<file path="src/hdl/exec_consts.svh">
`ifndef EXEC_CONSTS_SVH
`define EXEC_CONSTS_SVH

// Data path width
`define EXEC_XLEN 32

// Architectural register count and the address width derived from it
`define EXEC_NREGS 32
`define EXEC_RAW ($clog2(`EXEC_NREGS))

// One restoring step per quotient bit
`define EXEC_DIV_STEPS `EXEC_XLEN

// Major opcodes of the supported groups
`define EXEC_OPC_OP 7'b0110011
`define EXEC_OPC_IMM 7'b0010011

`endif

</file>
<file path="src/hdl/exec_pkg.sv">
package exec_pkg;

  ////////////////////////////////////////////////////////////////////////////
  // Operation codes carried from decode to execute
  ////////////////////////////////////////////////////////////////////////////

  typedef enum logic [3:0] {
    op_add,
    op_sub,
    op_sll,
    op_slt,
    op_sltu,
    op_xor,
    op_srl,
    op_sra,
    op_or,
    op_and,
    op_divu,
    op_remu,
    op_nop
  } alu_op_t;

  ////////////////////////////////////////////////////////////////////////////
  // Instruction word formats
  ////////////////////////////////////////////////////////////////////////////

  typedef struct packed {
    logic [6:0] funct7;
    logic [4:0] rs2;
    logic [4:0] rs1;
    logic [2:0] funct3;
    logic [4:0] rd;
    logic [6:0] opcode;
  } r_format_t;

  typedef struct packed {
    logic [11:0] imm;
    logic [4:0]  rs1;
    logic [2:0]  funct3;
    logic [4:0]  rd;
    logic [6:0]  opcode;
  } i_format_t;

  // Same 32 bits, register-register or immediate view
  typedef union packed {
    r_format_t rtype;
    i_format_t itype;
  } instr_u;

endpackage

</file>
<file path="src/hdl/exec_top.sv">
`timescale 1ns/1ps

`include "exec_consts.svh"

module exec_top (
  input  logic                  clk,
  input  logic                  rst,
  input  logic                  in_valid,
  input  logic [31:0]           instr,
  output logic                  busy,
  output logic                  wb_valid,
  output logic [`EXEC_RAW-1:0]  wb_addr,
  output logic [`EXEC_XLEN-1:0] wb_data
);

  import exec_pkg::*;

  logic [`EXEC_RAW-1:0]  rs1_addr;
  logic [`EXEC_RAW-1:0]  rs2_addr;
  logic [`EXEC_XLEN-1:0] rs1_data;
  logic [`EXEC_XLEN-1:0] rs2_data;

  logic                  ex_valid;
  alu_op_t               ex_op;
  logic [`EXEC_RAW-1:0]  ex_rd;
  logic [`EXEC_XLEN-1:0] ex_a;
  logic [`EXEC_XLEN-1:0] ex_b;
  logic                  ex_stall;

  logic                  fwd_valid;
  logic [`EXEC_RAW-1:0]  fwd_addr;
  logic [`EXEC_XLEN-1:0] fwd_data;

  logic                  div_start;
  logic [`EXEC_XLEN-1:0] div_dividend;
  logic [`EXEC_XLEN-1:0] div_divisor;
  logic                  div_ready;
  logic [`EXEC_XLEN-1:0] div_quotient;
  logic [`EXEC_XLEN-1:0] div_remainder;

  instr_decode u_decode (
    .clk       (clk),
    .rst       (rst),
    .in_valid  (in_valid),
    .instr     (instr),
    .rs1_addr  (rs1_addr),
    .rs2_addr  (rs2_addr),
    .rs1_data  (rs1_data),
    .rs2_data  (rs2_data),
    .fwd_valid (fwd_valid),
    .fwd_addr  (fwd_addr),
    .fwd_data  (fwd_data),
    .stall     (ex_stall),
    .ex_valid  (ex_valid),
    .ex_op     (ex_op),
    .ex_rd     (ex_rd),
    .ex_a      (ex_a),
    .ex_b      (ex_b)
  );

  // Write port is fed by the writeback register
  reg_file u_regs (
    .clk    (clk),
    .rst    (rst),
    .raddr1 (rs1_addr),
    .raddr2 (rs2_addr),
    .rdata1 (rs1_data),
    .rdata2 (rs2_data),
    .wren   (wb_valid),
    .waddr  (wb_addr),
    .wdata  (wb_data)
  );

  execute_stage u_execute (
    .clk           (clk),
    .rst           (rst),
    .ex_valid      (ex_valid),
    .ex_op         (ex_op),
    .ex_rd         (ex_rd),
    .ex_a          (ex_a),
    .ex_b          (ex_b),
    .stall         (ex_stall),
    .fwd_valid     (fwd_valid),
    .fwd_addr      (fwd_addr),
    .fwd_data      (fwd_data),
    .div_start     (div_start),
    .div_dividend  (div_dividend),
    .div_divisor   (div_divisor),
    .div_ready     (div_ready),
    .div_quotient  (div_quotient),
    .div_remainder (div_remainder),
    .busy          (busy),
    .wb_valid      (wb_valid),
    .wb_addr       (wb_addr),
    .wb_data       (wb_data)
  );

  serial_divider u_divider (
    .clk           (clk),
    .rst           (rst),
    .div_start     (div_start),
    .div_dividend  (div_dividend),
    .div_divisor   (div_divisor),
    .div_ready     (div_ready),
    .div_quotient  (div_quotient),
    .div_remainder (div_remainder)
  );

endmodule

</file>
<file path="src/hdl/execute_stage.sv">
`timescale 1ns/1ps

`include "exec_consts.svh"

module execute_stage (
  input  logic                  clk,
  input  logic                  rst,
  input  logic                  ex_valid,
  input  exec_pkg::alu_op_t     ex_op,
  input  logic [`EXEC_RAW-1:0]  ex_rd,
  input  logic [`EXEC_XLEN-1:0] ex_a,
  input  logic [`EXEC_XLEN-1:0] ex_b,
  output logic                  stall,
  output logic                  fwd_valid,
  output logic [`EXEC_RAW-1:0]  fwd_addr,
  output logic [`EXEC_XLEN-1:0] fwd_data,
  output logic                  div_start,
  output logic [`EXEC_XLEN-1:0] div_dividend,
  output logic [`EXEC_XLEN-1:0] div_divisor,
  input  logic                  div_ready,
  input  logic [`EXEC_XLEN-1:0] div_quotient,
  input  logic [`EXEC_XLEN-1:0] div_remainder,
  output logic                  busy,
  output logic                  wb_valid,
  output logic [`EXEC_RAW-1:0]  wb_addr,
  output logic [`EXEC_XLEN-1:0] wb_data
);

  import exec_pkg::*;

  localparam int SHW = $clog2(`EXEC_XLEN);

  logic                  is_div;
  logic                  div_pending;
  logic                  wr_en;
  logic [SHW-1:0]        shamt;
  logic [`EXEC_XLEN-1:0] alu_res;
  logic [`EXEC_XLEN-1:0] result;

  assign shamt = ex_b[SHW-1:0];

  ////////////////////////////////////////////////////////////////////////////
  // ALU
  ////////////////////////////////////////////////////////////////////////////

  always_comb begin
    case (ex_op)
      op_add:  alu_res = ex_a + ex_b;
      op_sub:  alu_res = ex_a - ex_b;
      op_sll:  alu_res = ex_a << shamt;
      op_slt:  alu_res = {{(`EXEC_XLEN-1){1'b0}}, $signed(ex_a) < $signed(ex_b)};
      op_sltu: alu_res = {{(`EXEC_XLEN-1){1'b0}}, ex_a < ex_b};
      op_xor:  alu_res = ex_a ^ ex_b;
      op_srl:  alu_res = ex_a >> shamt;
      op_sra:  alu_res = $signed(ex_a) >>> shamt;
      op_or:   alu_res = ex_a | ex_b;
      op_and:  alu_res = ex_a & ex_b;
      default: alu_res = '0;
    endcase
  end

  ////////////////////////////////////////////////////////////////////////////
  // Divider control and stall
  ////////////////////////////////////////////////////////////////////////////

  assign is_div = (ex_op == op_divu) || (ex_op == op_remu);

  // One start per divide, the pending flag blocks a restart while it runs
  assign div_start    = ex_valid && is_div && !div_pending;
  assign div_dividend = ex_a;
  assign div_divisor  = ex_b;

  always_ff @(posedge clk) begin
    if (!rst) begin
      div_pending <= 1'b0;
    end else if (div_ready) begin
      div_pending <= 1'b0;
    end else if (div_start) begin
      div_pending <= 1'b1;
    end
  end

  assign stall = ex_valid && is_div && !div_ready;
  assign busy  = ex_valid && is_div;

  always_comb begin
    if (ex_op == op_divu) begin
      result = div_quotient;
    end else if (ex_op == op_remu) begin
      result = div_remainder;
    end else begin
      result = alu_res;
    end
  end

  // No-ops and x0 targets never reach writeback
  assign wr_en = ex_valid && !stall && ex_op != op_nop && ex_rd != '0;

  assign fwd_valid = wr_en;
  assign fwd_addr  = ex_rd;
  assign fwd_data  = result;

  ////////////////////////////////////////////////////////////////////////////
  // Writeback register
  ////////////////////////////////////////////////////////////////////////////

  always_ff @(posedge clk) begin
    if (!rst) begin
      wb_valid <= 1'b0;
    end else begin
      wb_valid <= wr_en;
    end
  end

  always_ff @(posedge clk) begin
    if (wr_en) begin
      wb_addr <= ex_rd;
      wb_data <= result;
    end
  end

endmodule

</file>
<file path="src/hdl/instr_decode.sv">
`timescale 1ns/1ps

`include "exec_consts.svh"

module instr_decode (
  input  logic                  clk,
  input  logic                  rst,
  input  logic                  in_valid,
  input  exec_pkg::instr_u      instr,
  output logic [`EXEC_RAW-1:0]  rs1_addr,
  output logic [`EXEC_RAW-1:0]  rs2_addr,
  input  logic [`EXEC_XLEN-1:0] rs1_data,
  input  logic [`EXEC_XLEN-1:0] rs2_data,
  input  logic                  fwd_valid,
  input  logic [`EXEC_RAW-1:0]  fwd_addr,
  input  logic [`EXEC_XLEN-1:0] fwd_data,
  input  logic                  stall,
  output logic                  ex_valid,
  output exec_pkg::alu_op_t     ex_op,
  output logic [`EXEC_RAW-1:0]  ex_rd,
  output logic [`EXEC_XLEN-1:0] ex_a,
  output logic [`EXEC_XLEN-1:0] ex_b
);

  import exec_pkg::*;

  alu_op_t               dec_op;
  logic [`EXEC_XLEN-1:0] dec_b;
  logic [`EXEC_XLEN-1:0] imm_ext;
  logic [`EXEC_XLEN-1:0] rs1_val;
  logic [`EXEC_XLEN-1:0] rs2_val;

  assign rs1_addr = instr.rtype.rs1;
  assign rs2_addr = instr.rtype.rs2;

  assign imm_ext = {{(`EXEC_XLEN-12){instr.itype.imm[11]}}, instr.itype.imm};

  // Result still sitting in execute wins over the register file
  assign rs1_val = (fwd_valid && fwd_addr == rs1_addr && rs1_addr != '0) ? fwd_data : rs1_data;
  assign rs2_val = (fwd_valid && fwd_addr == rs2_addr && rs2_addr != '0) ? fwd_data : rs2_data;

  ////////////////////////////////////////////////////////////////////////////
  // Opcode and function decode
  ////////////////////////////////////////////////////////////////////////////

  always_comb begin
    dec_op = op_nop;
    dec_b  = rs2_val;
    case (instr.rtype.opcode)
      `EXEC_OPC_OP: begin
        case (instr.rtype.funct7)
          7'b0000000: begin
            case (instr.rtype.funct3)
              3'd0: dec_op = op_add;
              3'd1: dec_op = op_sll;
              3'd2: dec_op = op_slt;
              3'd3: dec_op = op_sltu;
              3'd4: dec_op = op_xor;
              3'd5: dec_op = op_srl;
              3'd6: dec_op = op_or;
              default: dec_op = op_and;
            endcase
          end
          7'b0100000: begin
            if (instr.rtype.funct3 == 3'd0) begin
              dec_op = op_sub;
            end else if (instr.rtype.funct3 == 3'd5) begin
              dec_op = op_sra;
            end
          end
          7'b0000001: begin
            if (instr.rtype.funct3 == 3'd5) begin
              dec_op = op_divu;
            end else if (instr.rtype.funct3 == 3'd7) begin
              dec_op = op_remu;
            end
          end
          default: ;
        endcase
      end
      `EXEC_OPC_IMM: begin
        dec_b = imm_ext;
        case (instr.itype.funct3)
          3'd0: dec_op = op_add;
          3'd2: dec_op = op_slt;
          3'd3: dec_op = op_sltu;
          3'd4: dec_op = op_xor;
          3'd6: dec_op = op_or;
          3'd7: dec_op = op_and;
          3'd1: begin
            if (instr.itype.imm[11:5] == 7'b0000000) dec_op = op_sll;
          end
          default: begin
            // funct3 5, upper immediate bits select the shift kind
            if (instr.itype.imm[11:5] == 7'b0000000) begin
              dec_op = op_srl;
            end else if (instr.itype.imm[11:5] == 7'b0100000) begin
              dec_op = op_sra;
            end
          end
        endcase
      end
      default: ;
    endcase
  end

  ////////////////////////////////////////////////////////////////////////////
  // Execute stage register
  ////////////////////////////////////////////////////////////////////////////

  always_ff @(posedge clk) begin
    if (!rst) begin
      ex_valid <= 1'b0;
    end else if (!stall) begin
      ex_valid <= in_valid;
    end
  end

  always_ff @(posedge clk) begin
    if (!stall) begin
      ex_op <= dec_op;
      ex_rd <= instr.rtype.rd;
      ex_a  <= rs1_val;
      ex_b  <= dec_b;
    end
  end

endmodule

</file>
<file path="src/hdl/reg_file.sv">
`timescale 1ns/1ps

`include "exec_consts.svh"

module reg_file (
  input  logic                  clk,
  input  logic                  rst,
  input  logic [`EXEC_RAW-1:0]  raddr1,
  input  logic [`EXEC_RAW-1:0]  raddr2,
  output logic [`EXEC_XLEN-1:0] rdata1,
  output logic [`EXEC_XLEN-1:0] rdata2,
  input  logic                  wren,
  input  logic [`EXEC_RAW-1:0]  waddr,
  input  logic [`EXEC_XLEN-1:0] wdata
);

  logic [`EXEC_XLEN-1:0] regs [`EXEC_NREGS];

  // x0 is never written, so it keeps its reset value
  always_ff @(posedge clk) begin
    if (!rst) begin
      for (int k = 0; k < `EXEC_NREGS; k++) begin
        regs[k] <= '0;
      end
    end else if (wren && waddr != '0) begin
      regs[waddr] <= wdata;
    end
  end

  // Write-through so a reader in the writeback cycle sees the new value
  always_comb begin
    if (raddr1 == '0) begin
      rdata1 = '0;
    end else if (wren && waddr == raddr1) begin
      rdata1 = wdata;
    end else begin
      rdata1 = regs[raddr1];
    end

    if (raddr2 == '0) begin
      rdata2 = '0;
    end else if (wren && waddr == raddr2) begin
      rdata2 = wdata;
    end else begin
      rdata2 = regs[raddr2];
    end
  end

endmodule

</file>
<file path="src/hdl/serial_divider.sv">
`timescale 1ns/1ps

`include "exec_consts.svh"

module serial_divider (
  input  logic                  clk,
  input  logic                  rst,
  input  logic                  div_start,
  input  logic [`EXEC_XLEN-1:0] div_dividend,
  input  logic [`EXEC_XLEN-1:0] div_divisor,
  output logic                  div_ready,
  output logic [`EXEC_XLEN-1:0] div_quotient,
  output logic [`EXEC_XLEN-1:0] div_remainder
);

  localparam int CW = $clog2(`EXEC_DIV_STEPS + 1);

  logic [CW-1:0]         count;
  logic                  active;
  logic [`EXEC_XLEN-1:0] rem_q;
  logic [`EXEC_XLEN-1:0] quo_q;
  logic [`EXEC_XLEN-1:0] dvs_q;
  logic [`EXEC_XLEN:0]   trial;
  logic [`EXEC_XLEN+1:0] diff;

  // Partial remainder with the next dividend bit shifted in
  assign trial = {rem_q, quo_q[`EXEC_XLEN-1]};
  assign diff  = {1'b0, trial} - {2'b00, dvs_q};

  always_ff @(posedge clk) begin
    if (!rst) begin
      active    <= 1'b0;
      count     <= '0;
      div_ready <= 1'b0;
    end else begin
      div_ready <= 1'b0;
      if (div_start) begin
        active <= 1'b1;
        count  <= CW'(`EXEC_DIV_STEPS);
      end else if (active) begin
        count <= count - 1'b1;
        if (count == CW'(1)) begin
          active    <= 1'b0;
          div_ready <= 1'b1;
        end
      end
    end
  end

  // Restoring step, quotient bits enter at the bottom as dividend bits leave
  // A zero divisor never borrows, which leaves all ones and the dividend
  always_ff @(posedge clk) begin
    if (div_start) begin
      rem_q <= '0;
      quo_q <= div_dividend;
      dvs_q <= div_divisor;
    end else if (active) begin
      if (!diff[`EXEC_XLEN+1]) begin
        rem_q <= diff[`EXEC_XLEN-1:0];
      end else begin
        rem_q <= trial[`EXEC_XLEN-1:0];
      end
      quo_q <= {quo_q[`EXEC_XLEN-2:0], ~diff[`EXEC_XLEN+1]};
    end
  end

  assign div_quotient  = quo_q;
  assign div_remainder = rem_q;

endmodule

</file>
<file path="config.mk">
export PLATFORM = sky130hd
export DESIGN_NAME = exec_top
export DESIGN_NICKNAME = d
export VERILOG_FILES = /design/src/hdl/exec_pkg.sv /design/src/hdl/exec_top.sv /design/src/hdl/execute_stage.sv /design/src/hdl/instr_decode.sv /design/src/hdl/reg_file.sv /design/src/hdl/serial_divider.sv
export VERILOG_INCLUDE_DIRS = /design/src /design/src/hdl
export SDC_FILE = /design/constraint.sdc
export NUM_CORES = 2
export LEC_CHECK = 0
export ABC_CLOCK_PERIOD_IN_PS = 6050
export BUFFER_PORTS_ARGS = -buffer_cell sky130_fd_sc_hd__buf_2
export CAP_MARGIN = 15
export CORE_ASPECT_RATIO = 0.6
export CORE_UTILIZATION = 40
export CTS_CLUSTER_SIZE = 14
export DETAILED_ROUTE_END_ITERATION = 10
export PLACE_DENSITY = 0.57
export SYNTH_ARGS = -nofsm -noshare
export SYNTH_HDL_FRONTEND = slang
export SYNTH_HIERARCHICAL = 1
export SYNTH_SLANG_ARGS = --single-unit
</file>
<file path="constraint.sdc">
create_clock -name clk -period 6.05 [get_ports clk]
set_input_delay 1.21 -clock clk [delete_from_list [all_inputs] [get_ports clk]]
set_output_delay 1.21 -clock clk [all_outputs]
set_load 0.01 [all_outputs]
</file>
==> After elaboration in Yosys (flattened, before gate mapping) <==
Memories as Yosys holds them, arrays and structs flattened.
Cells that the tools add are included.
{ "word_totals": {"register_bits": 217, "ramBits": 1024, "input_bits": 35, "output_inout_bits": 39, "word_cells": 128, "memories": 1} }
{ "classes": {"add_sub_neg": 4, "n_lt_le_gt_ge": 2, "eq_ne": 28, "n_shift": 3, "n_mux": 37, "bitwise_logic": 6, "reduce_logical": 31} }
{ "memory_table": {"columns": ["memory", "depth", "width", "read_ports", "rd_ports_with_merged_regs", "wr", "line_no", "rtl"], "rows": [
  ["u_regs.regs", 32, 32, 2, 0, 32, "reg_file.sv:17", "logic [`EXEC_XLEN-1:0] regs [`EXEC_NREGS];"]
]} }
{ "op_table": {"columns": ["cell", "n"], "rows": [
  ["$mux 32", 13],
  ["$pmux 32 s10", 1],
  ["$lt 32x32->1", 2],
  ["$pmux 4 s7", 2],
  ["$sub 33x32->34", 1],
  ["$add 32x32->32", 1],
  ["$and 32x32->32", 1],
  ["$or 32x32->32", 1],
  ["$reduce_or 32->1", 1],
  ["$shl 32x5->32", 1],
  ["$shr 32x5->32", 1],
  ["$sshr 32x5->32", 1],
  ["$sub 32x32->32", 1],
  ["$xor 32x32->32", 1],
  ["$mux 4", 6],
  ["$eq 5x5->1", 4],
  ["$reduce_bool 5->1", 4],
  ["$eq 4x3->1 const B", 4],
  ["$eq 4x4->1 const B", 4],
  ["$eq 7x6->1 const B", 2],
  ["$logic_and 1x1->1", 13],
  ["$eq 3x3->1 const B", 4],
  ["$mux 6", 2],
  ["$pmux 4 s3", 1],
  ["other kinds (23)", 39]
]} }

==> Logic depth before layout (Yosys ltp) <==
{ "depth": {"ltp_word": 12, "mapped_depth": 17, "depth_no_buf": 15} }

==> Hierarchy <==
Netlist, hierarchy kept.
{ "by_module_without_submodules": {"columns": ["module", "instances", "cells_per_inst", "area_each_um2", "seq_area_each_um2"], "rows": [
  ["reg_file", 1, 3744, 54700.0, 30749.5],
  ["execute_stage", 1, 1550, 10955.5, 1151.1],
  ["serial_divider", 1, 591, 5901.9, 2722.6],
  ["instr_decode", 1, 282, 3776.1, 2212.1]
]} }

==> Worst setup path after synthesis <==
No wires, ideal clock.
{ "synth_path": {"path_kind": "input-to-reg", "start": "input rst", "end": "memory u_regs/regs[24][0] (netlist name), enable pin", "arrival_time_ns": 4.142, "setup_slack_ns": 1.442, "cell_stages": 4, "n_path_buf": 1, "cell_sequence": "nand2_1 > or3_1 > clkbuf_1 > o21ai_0"} }
{ "synth_rtl": {"columns": ["element", "line_no", "rtl"], "rows": [
  ["from (decl)", "exec_top.sv:7", "input logic rst,"],
  ["to (decl)", "reg_file.sv:17", null]
]} }

==> Worst setup path after layout <==
{ "layout_path": {"start": "register u_decode.ex_b[7]", "end": "register u_decode.ex_a[31] (data pin)"} }
{ "layout_via": {"elab_chain_cells": 5} }
{ "layout_rtl": {"columns": ["element", "line_no", "rtl"], "rows": [
  ["from (decl)", "instr_decode.sv:22", "output logic [`EXEC_XLEN-1:0] ex_b"],
  ["from (signal assigned)", "instr_decode.sv:124", "ex_b <= dec_b;"],
  ["$sub 32x32->32 / $add 32x32->32 (equally long branches)", "execute_stage.sv:49, execute_stage.sv:48", null],
  ["$pmux 32 s10 *", "execute_stage.sv:47", "case (ex_op)"],
  ["$mux 32 *", "execute_stage.sv:89", "end else if (ex_op == op_remu) begin"],
  ["$mux 32 *", "execute_stage.sv:87", "if (ex_op == op_divu) begin"],
  ["via fwd_data[31]", "exec_top.sv:32", "logic [`EXEC_XLEN-1:0] fwd_data;"],
  ["$mux 32 *", "instr_decode.sv:39", "assign rs1_val = (fwd_valid && fwd_addr == rs1_addr && rs1_addr != '0) ? fwd_data : rs1_data;"],
  ["via u_decode.rs1_val[31]", "instr_decode.sv:30", "logic [`EXEC_XLEN-1:0] rs1_val;"],
  ["to (signal assigned)", "instr_decode.sv:123", "ex_a <= rs1_val;"],
  ["to (decl)", "instr_decode.sv:21", "output logic [`EXEC_XLEN-1:0] ex_a,"]
]} }
Mark *: on every way through the listed nets, which the timed path passes. The rest lies on a longest branch.
A chain may end at the register's enable or synchronous reset.

==> impl_metrics.py <==
metrics = {
    "global_routing": {
        "antenna_found_initial": 33,
        "gr-total-overflow": 0,
        "grt_max_degree": 84,
        "grt.total_usage": 0.3412,
        "grt_pass1_wl_um": 449700,
        "grt_pass1_vias": 53234,
    },
    "setup_path": {
        "end_kind": "register",
        "cp.arrival_ps": 5580,
        "critical_path_class": "reg -> reg",
        "crit_slowest_cell": "a2111oi_4",
        "critPathMaxStageDelay_ps": 920,
        "required_ps": 6580,
        "r2r_slack_ps": 1000,
        "rr_worst_depth": 12,
        "cp_cell_sequence": "inv_1 -> ha_1 -> nor4_1 -> o31ai_1 -> a31oi_2 -> o211ai_2 -> a2111oi_4 -> o21ai_1 -> o21ai_1 -> mux2_1 -> or3_1 -> mux2_2",
        "reg2reg_from": "u_decode/ex_b[7]$_DFFE_PN_",
        "path_max_fanout": 11,
        "r2r-end": "u_decode/ex_a[31]$_DFFE_PN_",
        "crit_path_start_kind": "register",
        "cpMostUsedCell": "o21ai_1",
    },
    "placement": {
        "gp_congestion": 1.038,
        "io_buffers": 73,
        "hpwl_um": 225000,
    },
    "timing": {
        "setup_tns_ps": 0,
        "maxSlewViolCount": 0,
        "period_minus_slack_ps": 5048,
        "setup_viol": 0,
        "tightest_slew_ps": 1367,
        "rsz0062_at_grt": "false",
        "final.setup_skew_ps": 35.71,
        "hold_violations": 0,
        "max_freq_ghz": 0.1981,
        "fin_crit_sh": 0.8344,
        "holdWs_ps": 493.2,
        "slew_headroom": 0.08681,
    },
    "floorplan": {
        "num_rows": 122,
        "die_w_um": 562.3,
        "initial_utilization": 0.4055,
        "dieArea_um2": 190100,
        "boundaryPins": 74,
        "core_area_um2": 185800,
        "die_y_um": 338.2,
    },
    "cts": {
        "numCtsBuffers": 119,
        "post_cts_resized": 0,
        "clock_latency_ps": 770,
        "ctsHoldBuffers": 0,
        "cts_tree": "yes",
        "htreeDepth": 3,
        "cts_max_path_buffers": 3,
        "path_clk_slew_ps": 70,
        "cts-root-buf": "clkbuf_16",
        "clkSinkCount": 1241,
        "postCtsSetupBuffers": 0,
    },
    "yosys": {
        "ys_seq_area_frac": 0.4890,
        "synth_seq_cells": 1241,
        "synthXorXnorAreaFrac": 0.007192,
        "synth_compound_area_frac": 0.1160,
        "yosys.area_share.adder": 0.02305,
        "syn_area_um2": 75330,
        "yosysUniqueCellTypes": 105,
        "ys_warn_count": 6,
        "synth-edff-count": 1198,
        "syn_inst": 6167,
        "synth_area_per_cell_um2": 12.22,
        "async_flop_share": 0,
        "synth.area.mux_share": 0.1838,
        "yosys.area_share.simple": 0.1322,
        "synth_top_family_by_area": "multiplexers",
        "synthFlopType": "edfxtp_1",
    },
    "layout": {
        "nets": 6230,
        "post-route-util": 0.4478,
        "layout-drive-gt1-share": 0.1940,
        "areaGrowthSynthToFinish_pct": 10.43,
        "fill_cells": 16798,
    },
    "hold_path": {
        "min_to": "u_divider/dvs_q[9]$_DFFE_PP_",
        "hold_depth": 0,
        "min_from": "u_decode/ex_b[9]$_DFFE_PN_",
        "hold_class": "reg -> reg",
    },
    "detailed_routing": {
        "drt_iter0_markers": 10920,
        "drc": 0,
        "wire_per_inst_um": 38.46,
        "num_vias": 58868,
        "drtAntennaViolNets": 0,
        "wirelength_um": 332900,
        "firstDrtPassIters": 9,
        "avgViaCountPerCell": 6.801,
    },
    "power_and_ir_drop": {
        "leakage_nw": 30.45,
        "irDropWorstVdd_mv": 0.2560,
        "p_per_area_nw_per_um2": 270.9,
        "power_mw": 22.53,
    },
    "job": {
        "cap_violations": 0,
    },
    "run_status": {
        "status": "complete, no violations",
    },
}
==> state kept, by name, indices dropped and copies added (netlist names) <==
register and cells:
u_regs/regs 1024, u_execute/wb_valid 1, u_divider/div_ready 1, u_decode/ex_b 32, u_divider/count 6, u_divider/dvs_q 32, u_execute/div_pending 1, u_decode/ex_valid 1
u_divider/div_quotient 32, u_execute/wb_data 32, u_decode/ex_op 4, u_decode/ex_rd 5, u_divider/active 1, u_execute/wb_addr 5, u_divider/div_remainder 32, u_decode/ex_a 32
==> power by group <==
group | total [mW] | switching (mW) | internal (mW)
logic | 4.74 | 3.19 | 1.55
registers | 10.0 | 0.275 | 9.76
clock network | 7.75 | 3.61 | 4.14
total | 22.5 | 7.07 | 15.5
==> through the flow <==
stage | setup WS (ps) | instances | instance area [µm²]
final | 1002 | 8656 | 83190
after global routing | 1060 | 8638 | 83150
after CTS | 1357 | 8632 | 83030
after detailed placement | 1144 | 8413 | 79240
after global placement | 1117 | 8409 | 79180
after floorplan | 1442 | 6198 | 75450
==> synth_stat cells, types with 12 or more instances <==
cell | instances | area share
edfxtp_1 | 1198 | 0.48
and2_1 | 1004 | 0.083
mux4_2 | 399 | 0.12
clkbuf_1 | 385 | 0.019
mux2i_1 | 382 | 0.051
nand2_1 | 276 | 0.014
nor2_1 | 262 | 0.013
a21oi_1 | 259 | 0.017
o21ai_0 | 185 | 0.012
inv_1 | 150 | 0.0075
a22oi_1 | 146 | 0.015
ha_1 | 134 | 0.022
buf_2 | 113 | 0.0075
buf_4 | 108 | 0.011
mux2_2 | 80 | 0.012
o22ai_1 | 63 | 0.0052
a22o_1 | 58 | 0.0067
o221ai_1 | 58 | 0.0067
nand3_1 | 54 | 0.0036
nor3_1 | 47 | 0.0031
o211ai_1 | 46 | 0.0046
xnor2_1 | 46 | 0.0053
a211oi_1 | 44 | 0.0044
dfxtp_1 | 43 | 0.011
buf_1 | 34 | 0.0017
a221oi_1 | 30 | 0.0035
a2111oi_0 | 29 | 0.0034
nand4_1 | 27 | 0.0022
a31oi_1 | 25 | 0.0021
nor2b_1 | 25 | 0.0021
a221o_1 | 23 | 0.0031
nand2b_1 | 23 | 0.0019
o221a_2 | 23 | 0.0034
a311oi_1 | 22 | 0.0026
o21ai_1 | 22 | 0.0015
o31ai_1 | 22 | 0.0022
a21o_1 | 20 | 0.0020
a32oi_1 | 17 | 0.0020
o21bai_1 | 17 | 0.0017
o2111ai_1 | 16 | 0.0019
xor2_1 | 14 | 0.0016
mux2_1 | 12 | 0.0018
nand3b_1 | 12 | 0.0012
nor4_1 | 12 | 0.0010
or3_1 | 12 | 0.0010
==> cell type report <==
type                            count  area [µm²]  share of cell area
Sequential cell                  1241       36840              0.4428
Inverter                          154       579.3            0.006963
Clock inverter                     58       571.8            0.006873
Antenna cell                       20       50.05           0.0006016
Clock buffer                      161        3219             0.03870
Multi-Input combinational cell   4151       35650              0.4285
Tap cell                         2480        3103             0.03730
Timing Repair Buffer              391        3182             0.03825
==> layout by cell type, fill, tap and decap left out, drive strengths merged, types with 22 or more instances in the layout <==
master / count
a2111oi: 30
a211oi: 45
a21oi: 271
a221o: 23
a221oi: 30
a22o: 58
a22oi: 146
a311oi: 22
a31oi: 29
and2: 1006
buf: 391
clkbuf: 161
clkinv: 45
conb: 32
dfxtp: 43
edfxtp: 1198
ha: 134
inv: 154
mux2: 92
mux2i: 382
mux4: 399
nand2: 276
nand2b: 23
nand3: 55
nand4: 27
nor2: 264
nor2b: 25
nor3: 48
o211ai: 48
o21ai: 210
o221a: 23
o221ai: 58
o22ai: 63
o31ai: 24
xnor2: 47
==> worst max-delay path: cells and delay by family, from the launching register on <==
kind,cells,cell delay [ps]
AOI/OAI and AO/OA,6,2300
adders and majority gates,1,420
buffers and inverters,1,80
DFF,1,400
muxes,2,630
and+or+nand+nor,2,970
==> how the worst max path moves through the flow <==
stage / from / to / slack (ps) / depth (start not counted)
floorplan: rst / u_regs/regs[24][0]$_SDFFCE_PN0P_ / 1440 / 4
global placement: instr[24] / u_decode/ex_b[13]$_DFFE_PN_ / 1120 / 9
detailed placement: instr[24] / u_decode/ex_b[13]$_DFFE_PN_ / 1140 / 9
CTS: u_decode/ex_b[7]$_DFFE_PN_ / u_decode/ex_a[31]$_DFFE_PN_ / 1360 / 12
global route: u_decode/ex_b[7]$_DFFE_PN_ / u_decode/ex_a[31]$_DFFE_PN_ / 1060 / 12
finish: u_decode/ex_b[7]$_DFFE_PN_ / u_decode/ex_a[31]$_DFFE_PN_ / 1000 / 12
==> cell families after synthesis <==
| logic type | Yosys count |
|---|---|
| flops | 1241 |
| buf+inv | 806 |
| simple gates | 1807 |
| other cells | 1 |
| mux | 873 |
| xor+xnor | 61 |
| fa+ha+maj | 137 |
| compound gates | 1241 |
==> per-layer routing <==
metal | vias to the layer above | GRT usage | part of all wire
met5 | - | 0.004250 | 0.00052
met4 | 12 | 0.1042 | 0.033
met3 | 582 | 0.1541 | 0.17
met2 | 5053 | 0.4187 | 0.37
met1 | 30034 | 0.5193 | 0.43
li1 | 23187 | - | -
Power figures use the tool's default switching activity.
